## src/design/ex_pkg.sv

```systemverilog
package ex_pkg;

    localparam int XLEN   = 32;
    localparam int INST_W = 32;

    typedef enum logic [5:0] {
        ALU_NOP,
        // regular alu
        ALU_ADD, ALU_SUB, ALU_SLT, ALU_SLTU,
        ALU_AND, ALU_OR, ALU_XOR, ALU_NOR,
        ALU_SLL, ALU_SRL, ALU_SRA,
        // divider
        ALU_DIVW, ALU_MODW, ALU_DIVWU, ALU_MODWU,
        // branch unit
        ALU_BEQ, ALU_BNE, ALU_BLT, ALU_BGE, ALU_BLTU, ALU_BGEU,
        ALU_JIRL, ALU_B, ALU_BL,
        // load/store
        ALU_LDB, ALU_LDBU, ALU_LDH, ALU_LDHU, ALU_LDW,
        ALU_STB, ALU_STH, ALU_STW
    } alu_op_e;

    typedef enum logic [2:0] {
        CLS_REG,
        CLS_DIV,
        CLS_BRANCH,
        CLS_MEM,
        CLS_NONE
    } op_class_e;

    function automatic op_class_e get_op_class(alu_op_e op);
        case (op)
            ALU_ADD, ALU_SUB, ALU_SLT, ALU_SLTU, ALU_AND, ALU_OR, ALU_XOR, ALU_NOR,
            ALU_SLL, ALU_SRL, ALU_SRA: return CLS_REG;
            ALU_DIVW, ALU_MODW, ALU_DIVWU, ALU_MODWU: return CLS_DIV;
            ALU_BEQ, ALU_BNE, ALU_BLT, ALU_BGE, ALU_BLTU, ALU_BGEU,
            ALU_JIRL, ALU_B, ALU_BL: return CLS_BRANCH;
            ALU_LDB, ALU_LDBU, ALU_LDH, ALU_LDHU, ALU_LDW,
            ALU_STB, ALU_STH, ALU_STW: return CLS_MEM;
            default: return CLS_NONE;
        endcase
    endfunction

endpackage

```

## src/design/mem_pkg.sv

```systemverilog
package mem_pkg;

    localparam int STRB_W = 4;

    // ecode field of the core's exception encoding
    typedef enum logic [6:0] {
        EXC_NONE = 7'h00,
        EXC_ALE  = 7'h09
    } exc_cause_e;

    typedef enum logic {
        MEM_READ  = 1'b0,
        MEM_WRITE = 1'b1
    } mem_op_e;

endpackage

```

## src/design/branch_alu.sv

```systemverilog
`timescale 1ns/1ps

module branch_alu (
    input  logic                        valid_i,
    input  ex_pkg::alu_op_e             op_i,
    input  logic [ex_pkg::XLEN-1:0]     pc_i,
    input  logic [ex_pkg::INST_W-1:0]   inst_i,
    input  logic [ex_pkg::XLEN-1:0]     reg1_i,
    input  logic [ex_pkg::XLEN-1:0]     reg2_i,
    input  logic                        pred_taken_i,
    input  logic [ex_pkg::XLEN-1:0]     pred_addr_i,
    output logic                        update_valid_o,
    output logic                        taken_o,
    output logic [ex_pkg::XLEN-1:0]     target_o,
    output logic                        flush_o,
    output logic [ex_pkg::XLEN-1:0]     link_o
);
    import ex_pkg::*;

    logic            taken;
    logic            eq;
    logic            lt_s;
    logic            lt_u;
    logic [XLEN-1:0] offs16;
    logic [XLEN-1:0] offs26;
    logic [XLEN-1:0] target;
    logic [XLEN-1:0] pc_plus4;

    assign eq       = reg1_i == reg2_i;
    assign lt_s     = $signed(reg1_i) < $signed(reg2_i);
    assign lt_u     = reg1_i < reg2_i;
    assign pc_plus4 = pc_i + 32'd4;
    assign offs16   = {{14{inst_i[25]}}, inst_i[25:10], 2'b00};
    // b/bl keep the upper offset bits in inst[9:0]
    assign offs26   = {{4{inst_i[9]}}, inst_i[9:0], inst_i[25:10], 2'b00};

    always_comb begin
        case (op_i)
            ALU_BEQ:                 taken = eq;
            ALU_BNE:                 taken = !eq;
            ALU_BLT:                 taken = lt_s;
            ALU_BGE:                 taken = !lt_s;
            ALU_BLTU:                taken = lt_u;
            ALU_BGEU:                taken = !lt_u;
            ALU_JIRL, ALU_B, ALU_BL: taken = 1'b1;
            default:                 taken = 1'b0;
        endcase
    end

    assign target = (op_i == ALU_JIRL) ? reg1_i + offs16 :
                    (op_i == ALU_B || op_i == ALU_BL) ? pc_i + offs26 : pc_i + offs16;

    assign update_valid_o = valid_i && (get_op_class(op_i) == CLS_BRANCH);
    assign taken_o        = taken;
    // redirect address for the front end
    assign target_o       = taken ? target : pc_plus4;
    assign flush_o        = update_valid_o && ((taken != pred_taken_i)
                            || (taken && pred_taken_i && (target != pred_addr_i)));
    assign link_o         = (op_i == ALU_BL || op_i == ALU_JIRL) ? pc_plus4 : '0;

endmodule

```

## src/design/div_alu.sv

```systemverilog
`timescale 1ns/1ps

module div_alu (
    input  logic                        clk,
    input  logic                        arst_n_i,
    input  logic                        valid_i,
    input  ex_pkg::alu_op_e             op_i,
    input  logic [ex_pkg::XLEN-1:0]     dividend_i,
    input  logic [ex_pkg::XLEN-1:0]     divisor_i,
    output logic                        stall_o,
    output logic                        done_o,
    output logic [ex_pkg::XLEN-1:0]     quotient_o,
    output logic [ex_pkg::XLEN-1:0]     remainder_o
);
    import ex_pkg::*;

    typedef enum logic [1:0] {
        DIV_IDLE,
        DIV_BUSY,
        DIV_DONE
    } div_state_e;

    div_state_e      state_q;
    logic [4:0]      cnt_q;
    logic            start;
    logic            is_signed;
    logic            a_neg;
    logic            b_neg;
    logic [XLEN-1:0] a_mag;
    logic [XLEN-1:0] b_mag;
    logic [XLEN-1:0] quo_q;
    logic [XLEN-1:0] rem_q;
    logic [XLEN-1:0] divisor_q;
    logic            quo_neg_q;
    logic            rem_neg_q;
    logic [XLEN:0]   trial;
    logic [XLEN:0]   diff;
    logic            fits;

    assign is_signed = (op_i == ALU_DIVW) || (op_i == ALU_MODW);
    assign start     = valid_i && (get_op_class(op_i) == CLS_DIV) && (state_q == DIV_IDLE);
    assign a_neg     = is_signed && dividend_i[XLEN-1];
    assign b_neg     = is_signed && divisor_i[XLEN-1];
    assign a_mag     = a_neg ? -dividend_i : dividend_i;
    assign b_mag     = b_neg ? -divisor_i : divisor_i;

    // next dividend bit comes out of the top of quo_q
    assign trial = {rem_q, quo_q[XLEN-1]};
    assign diff  = trial - {1'b0, divisor_q};
    assign fits  = trial >= {1'b0, divisor_q};

    always_ff @(posedge clk or negedge arst_n_i) begin
        if (!arst_n_i) begin
            state_q <= DIV_IDLE;
            cnt_q   <= '0;
        end else begin
            case (state_q)
                DIV_IDLE: begin
                    cnt_q <= '0;
                    if (start) begin
                        state_q <= DIV_BUSY;
                    end
                end
                DIV_BUSY: begin
                    cnt_q <= cnt_q + 5'd1;
                    if (cnt_q == 5'd31) begin
                        state_q <= DIV_DONE;
                    end
                end
                default: state_q <= DIV_IDLE;
            endcase
        end
    end

    always_ff @(posedge clk) begin
        if (start) begin
            quo_q     <= a_mag;
            rem_q     <= '0;
            divisor_q <= b_mag;
            quo_neg_q <= a_neg ^ b_neg;
            rem_neg_q <= a_neg;
        end else if (state_q == DIV_BUSY) begin
            quo_q <= {quo_q[XLEN-2:0], fits};
            rem_q <= fits ? diff[XLEN-1:0] : trial[XLEN-1:0];
        end
    end

    assign stall_o     = start || (state_q == DIV_BUSY);
    assign done_o      = (state_q == DIV_DONE);
    assign quotient_o  = quo_neg_q ? -quo_q : quo_q;
    assign remainder_o = rem_neg_q ? -rem_q : rem_q;

    // done only while the divide is still held in execute
    assert property (@(posedge clk) disable iff (!arst_n_i)
        done_o |-> valid_i && (get_op_class(op_i) == CLS_DIV));

endmodule

```

## src/design/ex_dispatch_reg.sv

```systemverilog
`timescale 1ns/1ps

module ex_dispatch_reg (
    input  logic                        clk,
    input  logic                        arst_n_i,
    input  logic                        disp_valid_i,
    input  ex_pkg::alu_op_e             disp_op_i,
    input  logic [ex_pkg::XLEN-1:0]     disp_pc_i,
    input  logic [ex_pkg::INST_W-1:0]   disp_inst_i,
    input  logic [ex_pkg::XLEN-1:0]     disp_reg1_i,
    input  logic [ex_pkg::XLEN-1:0]     disp_reg2_i,
    input  logic                        disp_pred_taken_i,
    input  logic [ex_pkg::XLEN-1:0]     disp_pred_addr_i,
    input  logic                        stall_i,
    output logic                        ex_valid_o,
    output ex_pkg::alu_op_e             ex_op_o,
    output logic [ex_pkg::XLEN-1:0]     ex_pc_o,
    output logic [ex_pkg::INST_W-1:0]   ex_inst_o,
    output logic [ex_pkg::XLEN-1:0]     ex_reg1_o,
    output logic [ex_pkg::XLEN-1:0]     ex_reg2_o,
    output logic                        ex_pred_taken_o,
    output logic [ex_pkg::XLEN-1:0]     ex_pred_addr_o
);
    import ex_pkg::*;

    always_ff @(posedge clk or negedge arst_n_i) begin
        if (!arst_n_i) begin
            ex_valid_o <= 1'b0;
            ex_op_o    <= ALU_NOP;
        end else if (!stall_i) begin
            ex_valid_o <= disp_valid_i;
            // empty slot travels as a nop
            ex_op_o    <= disp_valid_i ? disp_op_i : ALU_NOP;
        end
    end

    always_ff @(posedge clk) begin
        if (!stall_i) begin
            ex_pc_o         <= disp_pc_i;
            ex_inst_o       <= disp_inst_i;
            ex_reg1_o       <= disp_reg1_i;
            ex_reg2_o       <= disp_reg2_i;
            ex_pred_taken_o <= disp_pred_taken_i;
            ex_pred_addr_o  <= disp_pred_addr_i;
        end
    end

    // instruction in execute frozen during a stall
    assert property (@(posedge clk) disable iff (!arst_n_i)
        stall_i |=> $stable(ex_valid_o) && $stable(ex_op_o) && $stable(ex_pc_o)
                    && $stable(ex_reg1_o) && $stable(ex_reg2_o) && $stable(ex_inst_o));

endmodule

```

## src/design/ex_mem_reg.sv

```systemverilog
`timescale 1ns/1ps

module ex_mem_reg (
    input  logic                        clk,
    input  logic                        arst_n_i,
    input  logic                        ex_valid_i,
    input  ex_pkg::alu_op_e             ex_op_i,
    input  logic [ex_pkg::XLEN-1:0]     ex_pc_i,
    input  logic [ex_pkg::XLEN-1:0]     alu_res_i,
    input  logic [ex_pkg::XLEN-1:0]     quotient_i,
    input  logic [ex_pkg::XLEN-1:0]     remainder_i,
    input  logic                        div_stall_i,
    input  logic [ex_pkg::XLEN-1:0]     link_i,
    input  logic [ex_pkg::XLEN-1:0]     mem_addr_i,
    input  mem_pkg::exc_cause_e         exc_i,
    input  logic                        mem_stall_i,
    output logic                        stall_o,
    output logic                        mem_valid_o,
    output ex_pkg::alu_op_e             mem_op_o,
    output logic [ex_pkg::XLEN-1:0]     mem_pc_o,
    output logic [ex_pkg::XLEN-1:0]     mem_result_o,
    output logic [ex_pkg::XLEN-1:0]     mem_addr_o,
    output mem_pkg::exc_cause_e         mem_exc_o
);
    import ex_pkg::*;
    import mem_pkg::*;

    logic [XLEN-1:0] result;

    assign stall_o = div_stall_i || mem_stall_i;

    always_comb begin
        case (get_op_class(ex_op_i))
            CLS_REG:    result = alu_res_i;
            CLS_DIV:    result = (ex_op_i == ALU_MODW || ex_op_i == ALU_MODWU) ?
                                 remainder_i : quotient_i;
            CLS_BRANCH: result = link_i;
            // load data is filled in by the memory stage
            default:    result = '0;
        endcase
    end

    always_ff @(posedge clk or negedge arst_n_i) begin
        if (!arst_n_i) begin
            mem_valid_o <= 1'b0;
            mem_op_o    <= ALU_NOP;
            mem_exc_o   <= EXC_NONE;
        end else begin
            mem_valid_o <= ex_valid_i && !stall_o;
            mem_op_o    <= stall_o ? ALU_NOP : ex_op_i;
            mem_exc_o   <= stall_o ? EXC_NONE : exc_i;
        end
    end

    always_ff @(posedge clk) begin
        mem_pc_o     <= ex_pc_i;
        mem_result_o <= result;
        mem_addr_o   <= mem_addr_i;
    end

    // a stalled instruction leaves a bubble behind
    assert property (@(posedge clk) disable iff (!arst_n_i)
        stall_o |=> !mem_valid_o);

endmodule

```

## src/design/ex_stage_top.sv

```systemverilog
`timescale 1ns/1ps

module ex_stage_top (
    input  logic                        clk,
    input  logic                        arst_n_i,
    input  logic                        disp_valid_i,
    input  ex_pkg::alu_op_e             disp_op_i,
    input  logic [ex_pkg::XLEN-1:0]     disp_pc_i,
    input  logic [ex_pkg::INST_W-1:0]   disp_inst_i,
    input  logic [ex_pkg::XLEN-1:0]     disp_reg1_i,
    input  logic [ex_pkg::XLEN-1:0]     disp_reg2_i,
    input  logic                        disp_pred_taken_i,
    input  logic [ex_pkg::XLEN-1:0]     disp_pred_addr_i,
    input  logic                        dcache_addr_ok_i,
    output logic                        dcache_valid_o,
    output mem_pkg::mem_op_e            dcache_op_o,
    output logic [ex_pkg::XLEN-1:0]     dcache_addr_o,
    output logic [ex_pkg::XLEN-1:0]     dcache_wdata_o,
    output logic [mem_pkg::STRB_W-1:0]  dcache_wstrb_o,
    output logic                        branch_flush_o,
    output logic                        bpu_update_valid_o,
    output logic                        bpu_taken_o,
    output logic [ex_pkg::XLEN-1:0]     bpu_target_o,
    output logic                        stall_o,
    output logic                        mem_valid_o,
    output ex_pkg::alu_op_e             mem_op_o,
    output logic [ex_pkg::XLEN-1:0]     mem_pc_o,
    output logic [ex_pkg::XLEN-1:0]     mem_result_o,
    output logic [ex_pkg::XLEN-1:0]     mem_addr_o,
    output mem_pkg::exc_cause_e         mem_exc_o
);
    import ex_pkg::*;
    import mem_pkg::*;

    logic              ex_valid;
    alu_op_e           ex_op;
    logic [XLEN-1:0]   ex_pc;
    logic [INST_W-1:0] ex_inst;
    logic [XLEN-1:0]   ex_reg1;
    logic [XLEN-1:0]   ex_reg2;
    logic              ex_pred_taken;
    logic [XLEN-1:0]   ex_pred_addr;
    logic [XLEN-1:0]   alu_res;
    logic [XLEN-1:0]   quotient;
    logic [XLEN-1:0]   remainder;
    logic              div_stall;
    logic              div_done;
    logic [XLEN-1:0]   link;
    logic [XLEN-1:0]   lsu_addr;
    exc_cause_e        lsu_exc;
    logic              mem_stall;

    ex_dispatch_reg u_ex_dispatch_reg (
        .clk, .arst_n_i,
        .disp_valid_i, .disp_op_i, .disp_pc_i, .disp_inst_i,
        .disp_reg1_i, .disp_reg2_i, .disp_pred_taken_i, .disp_pred_addr_i,
        .stall_i         (stall_o),
        .ex_valid_o      (ex_valid),
        .ex_op_o         (ex_op),
        .ex_pc_o         (ex_pc),
        .ex_inst_o       (ex_inst),
        .ex_reg1_o       (ex_reg1),
        .ex_reg2_o       (ex_reg2),
        .ex_pred_taken_o (ex_pred_taken),
        .ex_pred_addr_o  (ex_pred_addr)
    );

    regular_alu u_regular_alu (
        .op_i     (ex_op),
        .reg1_i   (ex_reg1),
        .reg2_i   (ex_reg2),
        .result_o (alu_res)
    );

    div_alu u_div_alu (
        .clk, .arst_n_i,
        .valid_i     (ex_valid),
        .op_i        (ex_op),
        .dividend_i  (ex_reg1),
        .divisor_i   (ex_reg2),
        .stall_o     (div_stall),
        .done_o      (div_done),
        .quotient_o  (quotient),
        .remainder_o (remainder)
    );

    branch_alu u_branch_alu (
        .valid_i        (ex_valid),
        .op_i           (ex_op),
        .pc_i           (ex_pc),
        .inst_i         (ex_inst),
        .reg1_i         (ex_reg1),
        .reg2_i         (ex_reg2),
        .pred_taken_i   (ex_pred_taken),
        .pred_addr_i    (ex_pred_addr),
        .update_valid_o (bpu_update_valid_o),
        .taken_o        (bpu_taken_o),
        .target_o       (bpu_target_o),
        .flush_o        (branch_flush_o),
        .link_o         (link)
    );

    lsu_addr_gen u_lsu_addr_gen (
        .valid_i          (ex_valid),
        .op_i             (ex_op),
        .inst_i           (ex_inst),
        .reg1_i           (ex_reg1),
        .reg2_i           (ex_reg2),
        .dcache_addr_ok_i,
        .addr_o           (lsu_addr),
        .exc_o            (lsu_exc),
        .mem_stall_o      (mem_stall),
        .dcache_valid_o, .dcache_op_o, .dcache_wdata_o, .dcache_wstrb_o
    );

    assign dcache_addr_o = lsu_addr;

    // div result is only picked up once the divider stops stalling
    ex_mem_reg u_ex_mem_reg (
        .clk, .arst_n_i,
        .ex_valid_i  (ex_valid && (div_done || !div_stall)),
        .ex_op_i     (ex_op),
        .ex_pc_i     (ex_pc),
        .alu_res_i   (alu_res),
        .quotient_i  (quotient),
        .remainder_i (remainder),
        .div_stall_i (div_stall),
        .link_i      (link),
        .mem_addr_i  (lsu_addr),
        .exc_i       (lsu_exc),
        .mem_stall_i (mem_stall),
        .stall_o, .mem_valid_o, .mem_op_o, .mem_pc_o,
        .mem_result_o, .mem_addr_o, .mem_exc_o
    );

endmodule

```

## src/design/lsu_addr_gen.sv

```systemverilog
`timescale 1ns/1ps

module lsu_addr_gen (
    input  logic                        valid_i,
    input  ex_pkg::alu_op_e             op_i,
    input  logic [ex_pkg::INST_W-1:0]   inst_i,
    input  logic [ex_pkg::XLEN-1:0]     reg1_i,
    input  logic [ex_pkg::XLEN-1:0]     reg2_i,
    input  logic                        dcache_addr_ok_i,
    output logic [ex_pkg::XLEN-1:0]     addr_o,
    output mem_pkg::exc_cause_e         exc_o,
    output logic                        mem_stall_o,
    output logic                        dcache_valid_o,
    output mem_pkg::mem_op_e            dcache_op_o,
    output logic [ex_pkg::XLEN-1:0]     dcache_wdata_o,
    output logic [mem_pkg::STRB_W-1:0]  dcache_wstrb_o
);
    import ex_pkg::*;
    import mem_pkg::*;

    logic            is_mem;
    logic            is_store;
    logic            ale;
    logic [XLEN-1:0] addr;

    assign is_mem   = valid_i && (get_op_class(op_i) == CLS_MEM);
    assign is_store = op_i inside {ALU_STB, ALU_STH, ALU_STW};
    // si12 offset
    assign addr     = reg1_i + {{20{inst_i[21]}}, inst_i[21:10]};
    assign addr_o   = is_mem ? addr : '0;

    always_comb begin
        case (op_i)
            ALU_LDH, ALU_LDHU, ALU_STH: ale = addr[0];
            ALU_LDW, ALU_STW:           ale = addr[1:0] != 2'b00;
            default:                    ale = 1'b0;
        endcase
    end

    // misaligned access never reaches the cache
    assign exc_o          = (is_mem && ale) ? EXC_ALE : EXC_NONE;
    assign dcache_valid_o = is_mem && !ale;
    assign dcache_op_o    = is_store ? MEM_WRITE : MEM_READ;
    assign mem_stall_o    = dcache_valid_o && !dcache_addr_ok_i;

    always_comb begin
        dcache_wdata_o = '0;
        dcache_wstrb_o = '1;
        case (op_i)
            ALU_STB: begin
                dcache_wdata_o = {4{reg2_i[7:0]}};
                dcache_wstrb_o = {{(STRB_W-1){1'b0}}, 1'b1} << addr[1:0];
            end
            ALU_STH: begin
                dcache_wdata_o = {2{reg2_i[15:0]}};
                dcache_wstrb_o = addr[1] ? 4'b1100 : 4'b0011;
            end
            ALU_STW: begin
                dcache_wdata_o = reg2_i;
            end
            default: begin
            end
        endcase
    end

    always_comb begin
        if (dcache_valid_o) begin
            assert (dcache_wstrb_o != '0)
                else $error("cache request with empty byte strobe");
        end
    end

endmodule

```

## src/design/regular_alu.sv

```systemverilog
`timescale 1ns/1ps

module regular_alu (
    input  ex_pkg::alu_op_e             op_i,
    input  logic [ex_pkg::XLEN-1:0]     reg1_i,
    input  logic [ex_pkg::XLEN-1:0]     reg2_i,
    output logic [ex_pkg::XLEN-1:0]     result_o
);
    import ex_pkg::*;

    logic [4:0] shamt;
    logic       lt_signed;
    logic       lt_unsigned;

    // only the low five bits count for shifts
    assign shamt       = reg2_i[4:0];
    assign lt_signed   = $signed(reg1_i) < $signed(reg2_i);
    assign lt_unsigned = reg1_i < reg2_i;

    always_comb begin
        case (op_i)
            ALU_ADD:  result_o = reg1_i + reg2_i;
            ALU_SUB:  result_o = reg1_i - reg2_i;
            ALU_SLT:  result_o = {{(XLEN-1){1'b0}}, lt_signed};
            ALU_SLTU: result_o = {{(XLEN-1){1'b0}}, lt_unsigned};
            ALU_AND:  result_o = reg1_i & reg2_i;
            ALU_OR:   result_o = reg1_i | reg2_i;
            ALU_XOR:  result_o = reg1_i ^ reg2_i;
            ALU_NOR:  result_o = ~(reg1_i | reg2_i);
            ALU_SLL:  result_o = reg1_i << shamt;
            ALU_SRL:  result_o = reg1_i >> shamt;
            ALU_SRA:  result_o = $unsigned($signed(reg1_i) >>> shamt);
            default:  result_o = '0;
        endcase
    end

endmodule

```

## config.mk

```make
export PLATFORM = sky130hd
export DESIGN_NAME = ex_stage_top
export DESIGN_NICKNAME = d
export VERILOG_FILES = /design/src/design/ex_pkg.sv /design/src/design/mem_pkg.sv /design/src/design/branch_alu.sv /design/src/design/div_alu.sv /design/src/design/ex_dispatch_reg.sv /design/src/design/ex_mem_reg.sv /design/src/design/ex_stage_top.sv /design/src/design/lsu_addr_gen.sv /design/src/design/regular_alu.sv
export SDC_FILE = /design/constraint.sdc
export NUM_CORES = 2
export LEC_CHECK = 0
export BUFFER_PORTS_ARGS = -buffer_cell sky130_fd_sc_hd__buf_2
export CAP_MARGIN = 40
export CELL_PAD_IN_SITES_DETAIL_PLACEMENT = 0
export CELL_PAD_IN_SITES_GLOBAL_PLACEMENT = 1
export CORE_UTILIZATION = 41
export DETAILED_ROUTE_END_ITERATION = 7
export PLACE_DENSITY_LB_ADDON = 0.25
export SKIP_CTS_REPAIR_TIMING = 1
export SYNTH_ARGS = -nofsm -noshare
export SYNTH_HDL_FRONTEND = slang
export SYNTH_SLANG_ARGS = --single-unit
```

## constraint.sdc

```tcl
create_clock -name clk -period 7.8 [get_ports clk]
set_input_delay 0.78 -clock clk [delete_from_list [all_inputs] [get_ports clk]]
set_output_delay 0.78 -clock clk [all_outputs]
set_load 0.02 [all_outputs]
```

Word level (Yosys, flattened, before mapping)
Memories as Yosys holds them, arrays and structs flattened.
Index checks and enable logic that the tools add are counted.

storage, ports and cells
  output and inout port bits = 216
  ROM bits = 768
  register bits after elaboration = 377
  memories = 4
  word-level logic and storage cells = 160

memory list
  name             depth  bits a word  read ports  clocked after memory_dff  write ports  line          text
  (no name shown)  64     3            1           0                         0            ex_pkg.sv:31  case (op)
  (no name shown)  64     3            1           0                         0            ex_pkg.sv:31
  (no name shown)  64     3            1           0                         0            ex_pkg.sv:31
  (no name shown)  64     3            1           0                         0            ex_pkg.sv:31

operators by class
  add/sub/neg operators = 13
  bitwise gates (word level) = 5
  shifts and indexed selects = 4
  muxes and demuxes = 29
  $lt $le $gt $ge = 3
  reduce and logical (&&, ||, !) cells = 39
  equality and inequality tests = 42

operators with widths
  operator               number
  $mux 32                13
  $pmux 32 s11           1
  $pmux 32 s3            2
  $add 32x32->32         5
  $neg 32->32            4
  $eq 6x5->1 const B     14
  $lt 32x32->1           2
  $sub 32x32->32         2
  $eq 6x4->1 const B     7
  $ge 33x32->1           1
  $add 32x3->32 const B  1
  $and 32x32->32         1
  $eq 32x32->1           1
  $ne 32x32->1           1
  $not 32->32            1
  $or 32x32->32          1
  $shl 32x5->32          1
  $shr 32x5->32          1
  $sshr 32x5->32         1
  $xor 32x32->32         1
  $eq 6x3->1 const B     4
  $logic_and 1x1->1      14
  $eq 6x2->1 const B     2
  $mux 4                 3
  other kinds (29)       51

Logic depth before layout (Yosys ltp)
  depth in word-level cells = 9
  depth in mapped cells = 26

Modules after synthesis
A second synthesis with hierarchy kept.

unflattened totals
  cells, all modules = 4,125
  area, all modules = 34,720.8 um^2

modules (own cells, without submodules)
  module           area each (um^2)  cells each  seq. area each (um^2)  times used
  regular_alu      8,864.8           1,347       0.0                    1
  div_alu          8,333.0           987         2,797.7                1
  branch_alu       6,626.4           979         0.0                    1
  ex_dispatch_reg  5,111.2           189         5,009.8                1
  ex_mem_reg       3,324.4           242         2,272.2                1
  lsu_addr_gen     2,449.8           379         0.0                    1
  ex_stage_top     11.3              2           0.0                    1

Worst setup path before layout
OpenSTA, ideal clock, no wires.

  path type = reg-to-reg
  from = reg u_ex_dispatch_reg.ex_op_o[2]
  to = reg u_ex_dispatch_reg.ex_op_o[0]
  period minus slack after synthesis = 7,848 ps
  slack = -48 ps
  data required time = 7,435 ps
  path buffers = 2
  data arrival time = 7,484 ps
  stages on the path, launching flop included = 11
  cells stage by stage = dfrtp_1 > clkbuf_1 > nand2_1 > nor2_1 > nand3_1 > inv_1 > nor2_1 > inv_1 > nor2_1 > clkbuf_1 > o21ai_0

between the ends
  elaborated cells between the ends (all ways) = 20
  those cells by class = eq/ne (7); mux (1); reduce/logical (10); memory (2)

RTL lines
  what                            line                   text
  from (decl)                     ex_dispatch_reg.sv:16  output ex_pkg::alu_op_e ex_op_o,
  from (signal assigned)          ex_dispatch_reg.sv:33  ex_op_o <= disp_valid_i ? disp_op_i : ALU_NOP;
  $mem_v2 64x3                    -
  $eq 3x1->1                      div_alu.sv:41          assign start = valid_i && (get_op_class(op_i) == CLS_DIV) && (state_q == DIV_IDLE);
  $logic_and 1x1->1 (2 in a row)  div_alu.sv:41
  net u_div_alu.start             div_alu.sv:25          logic start;
  $logic_or 1x1->1                div_alu.sv:88          assign stall_o = start || (state_q == DIV_BUSY);
  net div_stall                   ex_stage_top.sv:46     logic div_stall;
  $logic_or 1x1->1                ex_mem_reg.sv:30       assign stall_o = div_stall_i || mem_stall_i;

The timed path passes the listed nets, and every way through them passes these cells.
A chain may end at the register's enable or synchronous reset.

Worst setup path in the final report
  from = reg u_ex_dispatch_reg.ex_reg1_o[10] (netlist name)
  to = out branch_flush_o

between the ends
  word-level cells in the longest chain between the ends = 7
  elaborated cells between the ends (all ways) = 15
  those cells by class = add/sub (1); order compare (2); eq/ne (3); mux (2); reduce/logical (7)

RTL lines
  what                                                    line                   text
  from (decl)                                             ex_dispatch_reg.sv:19  output logic [ex_pkg::XLEN-1:0] ex_reg1_o,
  from (signal assigned)                                  ex_dispatch_reg.sv:41  ex_reg1_o <= disp_reg1_i;
  branches (longest 5 deep; another with $add 32x32->32)  -
  $logic_or 1x1->1 (*)                                    branch_alu.sv:58       || (taken && pred_taken_i && (target != pred_addr_i)));
  $logic_and 1x1->1 (*)                                   branch_alu.sv:57       assign flush_o = update_valid_o && ((taken != pred_taken_i)
  to (decl)                                               ex_stage_top.sv:20     output logic branch_flush_o,

Every way passes the cells marked *.

==> run summary <==
The flow ran to the end, and the final reports show no timing, DRC or antenna violations. The final-stage net count was 4425. The core area is 76100 um2, and the remaining global-route overflow is 0. For the overall routed net length, the log shows 140000 um.

The data arrival time of the critical path was 6.68 ns; the largest net degree at the start of global routing was 160. In this run the clock root is driven by a clkbuf_16. From synthesis to final layout, the design area changed by 15.1%. The count of distinct cell types in the synthesized netlist is 100, and the clock latency on the worst-skew pair is 0.60 ns. The placer congestion estimate is 1.04, and the count of endpoints failing setup in the final report is 0. The post-synthesis cell area is 31600 um2.

The critical path goes through inv_1 > ha_1 > buf_4 > nor4_1 > nand4_1 > nor4_2 > o22a_1 > o21ai_0 > a21oi_1 > o211ai_4 > ha_1 > nor3_1 > nand4_1 > nor4b_1 > nand4_1 > or4_1 > nor4b_2 > a31oi_1 > buf_2. The logs give 2 for the maximum level of the CTS H-tree and 31.3k for the total via count after detailed routing. The mean cell area of the mapped netlist was 8.50 um2; the iteration-0 DRC count of the detailed router was 4109.

Static timing analysis puts the maximum clock frequency at 0.134 GHz. Summed over all nets, the switching power comes to 9.17 mW. At the end of the flow the core is filled with cells to 47.7%. The worst path needs 7.46 ns of the cycle, external delays included.

Async set-reset flop share out of synthesis: 5.93%. The power density relative to cell area came out at 481 nW/um2. The tools report the post-synthesis cell count as 3714. Timing analysis after detailed placement gives a worst setup slack of 0.768 ns. Most numerous cell on the critical path: nand4_1. Of the total power, the share spent switching nets is 52.4%. Input and output buffers added on the ports amount to 375.

The fraction of layout instances using a drive strength above 1 was 16.5%; the measured slew at the worst slew-check pin was 1.40 ns. After detailed routing, the number of remaining DRC violations is 0. Flip-flop cell with the highest count after synthesis: edfxtp_1. Kind of critical path: flop to output port. In this run, the clock network consumes 12.5% of the power. The standard cell area after detailed placement was 34800 um2; the flop and latch count out of synthesis was 371. Once the floorplan was initialized, standard cells occupied 41.5% of the core.

The share of total power dissipated in combinational logic is 66.7%. Clock tree skew after final layout: 0.0225 ns. In the routed layout, each cell is associated on average with a via count of 6.15.

The fraction of the cycle the final worst path needs is 95.6%, and the largest vdd supply drop is 0.000323 V. The number of global-route vias before repair came out at 28.9k. The count of nets left with antenna violations once routing finished came out at 0. Maximum number of buffers from clock root to sink: 3.

The die covers 78100 um2. The average wire length per cell after detail routing came out at 27.5 um. Cell with the biggest individual delay on the critical path: edfxtp_1. The final total power came out at 17.5 mW. For the worst slack on hold paths, the log shows 0.164 ns. The die is 279 um tall. STA classifies the critical path endpoint as an output port.

STA classifies the critical path startpoint as a flop. The first TritonRoute pass finished after 7 iterations. The multi-input combinational cell area is 20300 um2. In this run the worst path has a maximum fanout of 11. The number of clock sinks is 371, and the number of warning messages in the yosys log is 0. In this run the tightest slew margin relative to its limit is 6.76%. The number of antenna violations at the first check in global routing was 11.

The tightest min-delay check is of the input port to asynchronous set/reset pin type. Sequential cells were found to cover 30.9% of the synthesized design area. TritonCTS built the clock tree.

On the worst path, the slowest cell contributes a delay of 0.75 ns. The tools report the total count of hold-check failures in the final report as 0. The share of total power in sequential cells is 20.8%, and the total I/O pin count is 387. Summed over all cells, the static leakage comes to 15.4 nW. Counting the fill cells in the layout gives 7561. The number of flops mapped to enable cells by yosys was 221; the post-route standard cell area excluding fillers was 36300 um2.

Once detailed placement completed, the half-perimeter wirelength came to 106000 um. Summing all flip-flop and latch instances after layout gives 9750 um2. The total count of max-transition violations in the final report was 0; the data required time of the worst path was 7.02 ns. After floorplanning, the core was divided into 101 placement rows. After clock tree synthesis, the clock-pin slew on the worst setup and hold paths is 0.06 ns. The total routing usage reported by global routing came out at 34.7%. The first global-routing pass estimated 199000 um of wire.

The design internal power is 8.32 mW, and the count of max-cap constraint violations is 0. The floorplan step set the die width to 279 um. In this run, CTS created clock tree buffers numbering 44. The least setup slack across all paths after layout came out at 0.341 ns.
## final timing paths
kind                                            startpoint                               to  slack (ns)  cells after the start
max                        u_ex_dispatch_reg.ex_reg1_o[10]                   branch_flush_o        0.34                     19
min                                               arst_n_i     u_ex_dispatch_reg.ex_op_o[4]        0.16                      1
max in group asynchronous                         arst_n_i     u_ex_dispatch_reg.ex_op_o[0]        7.27                      1
max reg2reg                 u_ex_dispatch_reg.ex_reg2_o[1]    u_ex_mem_reg.mem_result_o[31]        2.61                     15
min reg2reg                  u_ex_dispatch_reg.ex_pc_o[31]        u_ex_mem_reg.mem_pc_o[31]        0.45                      0
min in group clk                           disp_reg2_i[23]  u_ex_dispatch_reg.ex_reg2_o[23]        0.37                      1
## layout by cell type, fill, tap and decap left out, types with 21 or more instances in the layout
master     Yosys  final
a211oi_1      40     40
a21o_1        74     74
a21oi_1      264    264
a221oi_1      33     33
a22o_1        41     41
a31oi_1       38     38
and2_1        24     24
and3_1        29     29
buf_2         16    376
buf_4          9     99
clkbuf_16      0     45
dfrtp_1       22     21
dfxtp_1      128    128
edfxtp_1     221    221
ha_1         227    226
inv_1        180    180
mux2i_1       79     79
mux4_2        41     41
nand2_1      299    298
nand2b_1      31     31
nand3_1       96     94
nand4_1       35     35
nor2_1       384    379
nor2b_1       25     25
nor3_1        68     64
nor4_1        25     23
o211ai_1      33     33
o21ai_0      315    314
o21bai_1      33     33
o221ai_1      22     22
o22ai_1       23     23
o31ai_1       45     45
or3_1         34     34
xnor2_1      183    183
xor2_1       103    103
## logic make-up after synthesis
kind of cell               count (synthesis)  share of synthesized area [%]
other                                      1                         0.0119
DFF                                      371                           30.9
AOI/OAI and AO/OA                       1170                           24.4
muxes                                    135                           5.97
buffers and inverters                    410                           5.05
and+or+nand+nor                         1105                           16.2
xor gates and xnor gates                 289                           8.15
adders and majority gates                233                           9.38
## through the flow
step / TNS [ns] / cells
detailed placement: 0 / 5005
floorplan: 0 / 3718
global route: -0.000911 / 5085
global placement: 0 / 4996
finish: 0 / 5087
CTS: 0 / 5085
## layer usage
layer | vias to the layer above | GRT usage [%] | share of wire [%]
met1 | 14914 | 45.8 | 41
li1 | 14304 | - | -
met3 | 350 | 7.95 | 10
met2 | 1699 | 52.9 | 43
met5 | - | 0 | 0.029
met4 | 6 | 17.7 | 6.1
## power groups by stage
stage / clock [mW] / combinational, mW / sequential, mW
final: 2.19 / 11.7 / 3.63
after global routing: 2.30 / 12.5 / 3.71
after CTS: 2.24 / 11.3 / 3.62
after detailed placement: 0 / 11.3 / 3.65
after global placement: 0 / 11.3 / 3.63
after floorplan: 0 / 7.42 / 3.71
## registers in the layout (all words and copies together) (netlist names)
name                               flops
u_div_alu.rem_q                       32
u_ex_dispatch_reg.ex_reg1_o           32
u_div_alu.quo_neg_q                    1
u_ex_mem_reg.mem_pc_o                 32
u_ex_dispatch_reg.ex_pred_taken_o      1
u_ex_mem_reg.mem_addr_o               32
u_ex_mem_reg.mem_result_o             32
u_div_alu.rem_neg_q                    1
u_ex_dispatch_reg.ex_valid_o           1
u_ex_dispatch_reg.ex_reg2_o           32
u_ex_mem_reg.mem_op_o                  6
u_ex_dispatch_reg.ex_pc_o             32
u_ex_dispatch_reg.ex_inst_o           26
u_ex_mem_reg.mem_exc_o                 1
u_div_alu.state_q                      2
u_div_alu.cnt_q                        5
u_ex_dispatch_reg.ex_pred_addr_o      32
u_ex_mem_reg.mem_valid_o               1
u_ex_dispatch_reg.ex_op_o              6
u_div_alu.quo_q                       32
u_div_alu.divisor_q                   32
## synthesized netlist by cell type, types with 16 or more instances
cell / n / area (um2)
inv_1: 180 / 676
a31oi_1: 38 / 238
clkbuf_1: 174 / 653
o21ai_0: 315 / 1580
o211ai_1: 33 / 248
a221oi_1: 33 / 289
a22o_1: 41 / 359
ha_1: 227 / 2840
xnor2_1: 183 / 1600
nand2_1: 299 / 1120
nor2b_1: 25 / 156
o21a_1: 20 / 150
dfxtp_1: 128 / 2560
a21oi_1: 264 / 1320
or3_1: 34 / 213
xor2_1: 103 / 902
nand3_1: 96 / 480
o221ai_1: 22 / 193
dfrtp_1: 22 / 551
nand2b_1: 31 / 194
a21o_1: 74 / 556
a211oi_1: 40 / 300
o21bai_1: 33 / 248
edfxtp_1: 221 / 6640
nor2_1: 384 / 1440
buf_2: 16 / 80.1
o31ai_1: 45 / 338
buf_1: 25 / 93.8
a211o_1: 20 / 175
o22ai_1: 23 / 144
nor4_1: 25 / 156
and3_1: 29 / 181
nor3_1: 68 / 340
nand4_1: 35 / 219
and2_1: 24 / 150
mux4_2: 41 / 923
mux2i_1: 79 / 791
## area by class of cell
cell class,instances,area share [%]
antenna,2,0.0138
sequential,371,26.8
clock inverter,29,0.985
clock buffer,51,3.19
timing repair buffer,482,7.55
multi-input combinational,2937,56.0
inverter,185,1.91
tap,1030,3.55
## worst max-delay path, delay by kind of cell, from the launching register on
kind / cells / cell delay (ns)
buffers and inverters: 3 / 0.63
AO/OA/AOI/OAI: 5 / 0.94
AND/OR/NAND/NOR: 9 / 3.04
flip-flops: 1 / 0.75
adder cells (fa/ha/maj): 2 / 0.71
No activity file was read; power rests on OpenSTA's default activity.
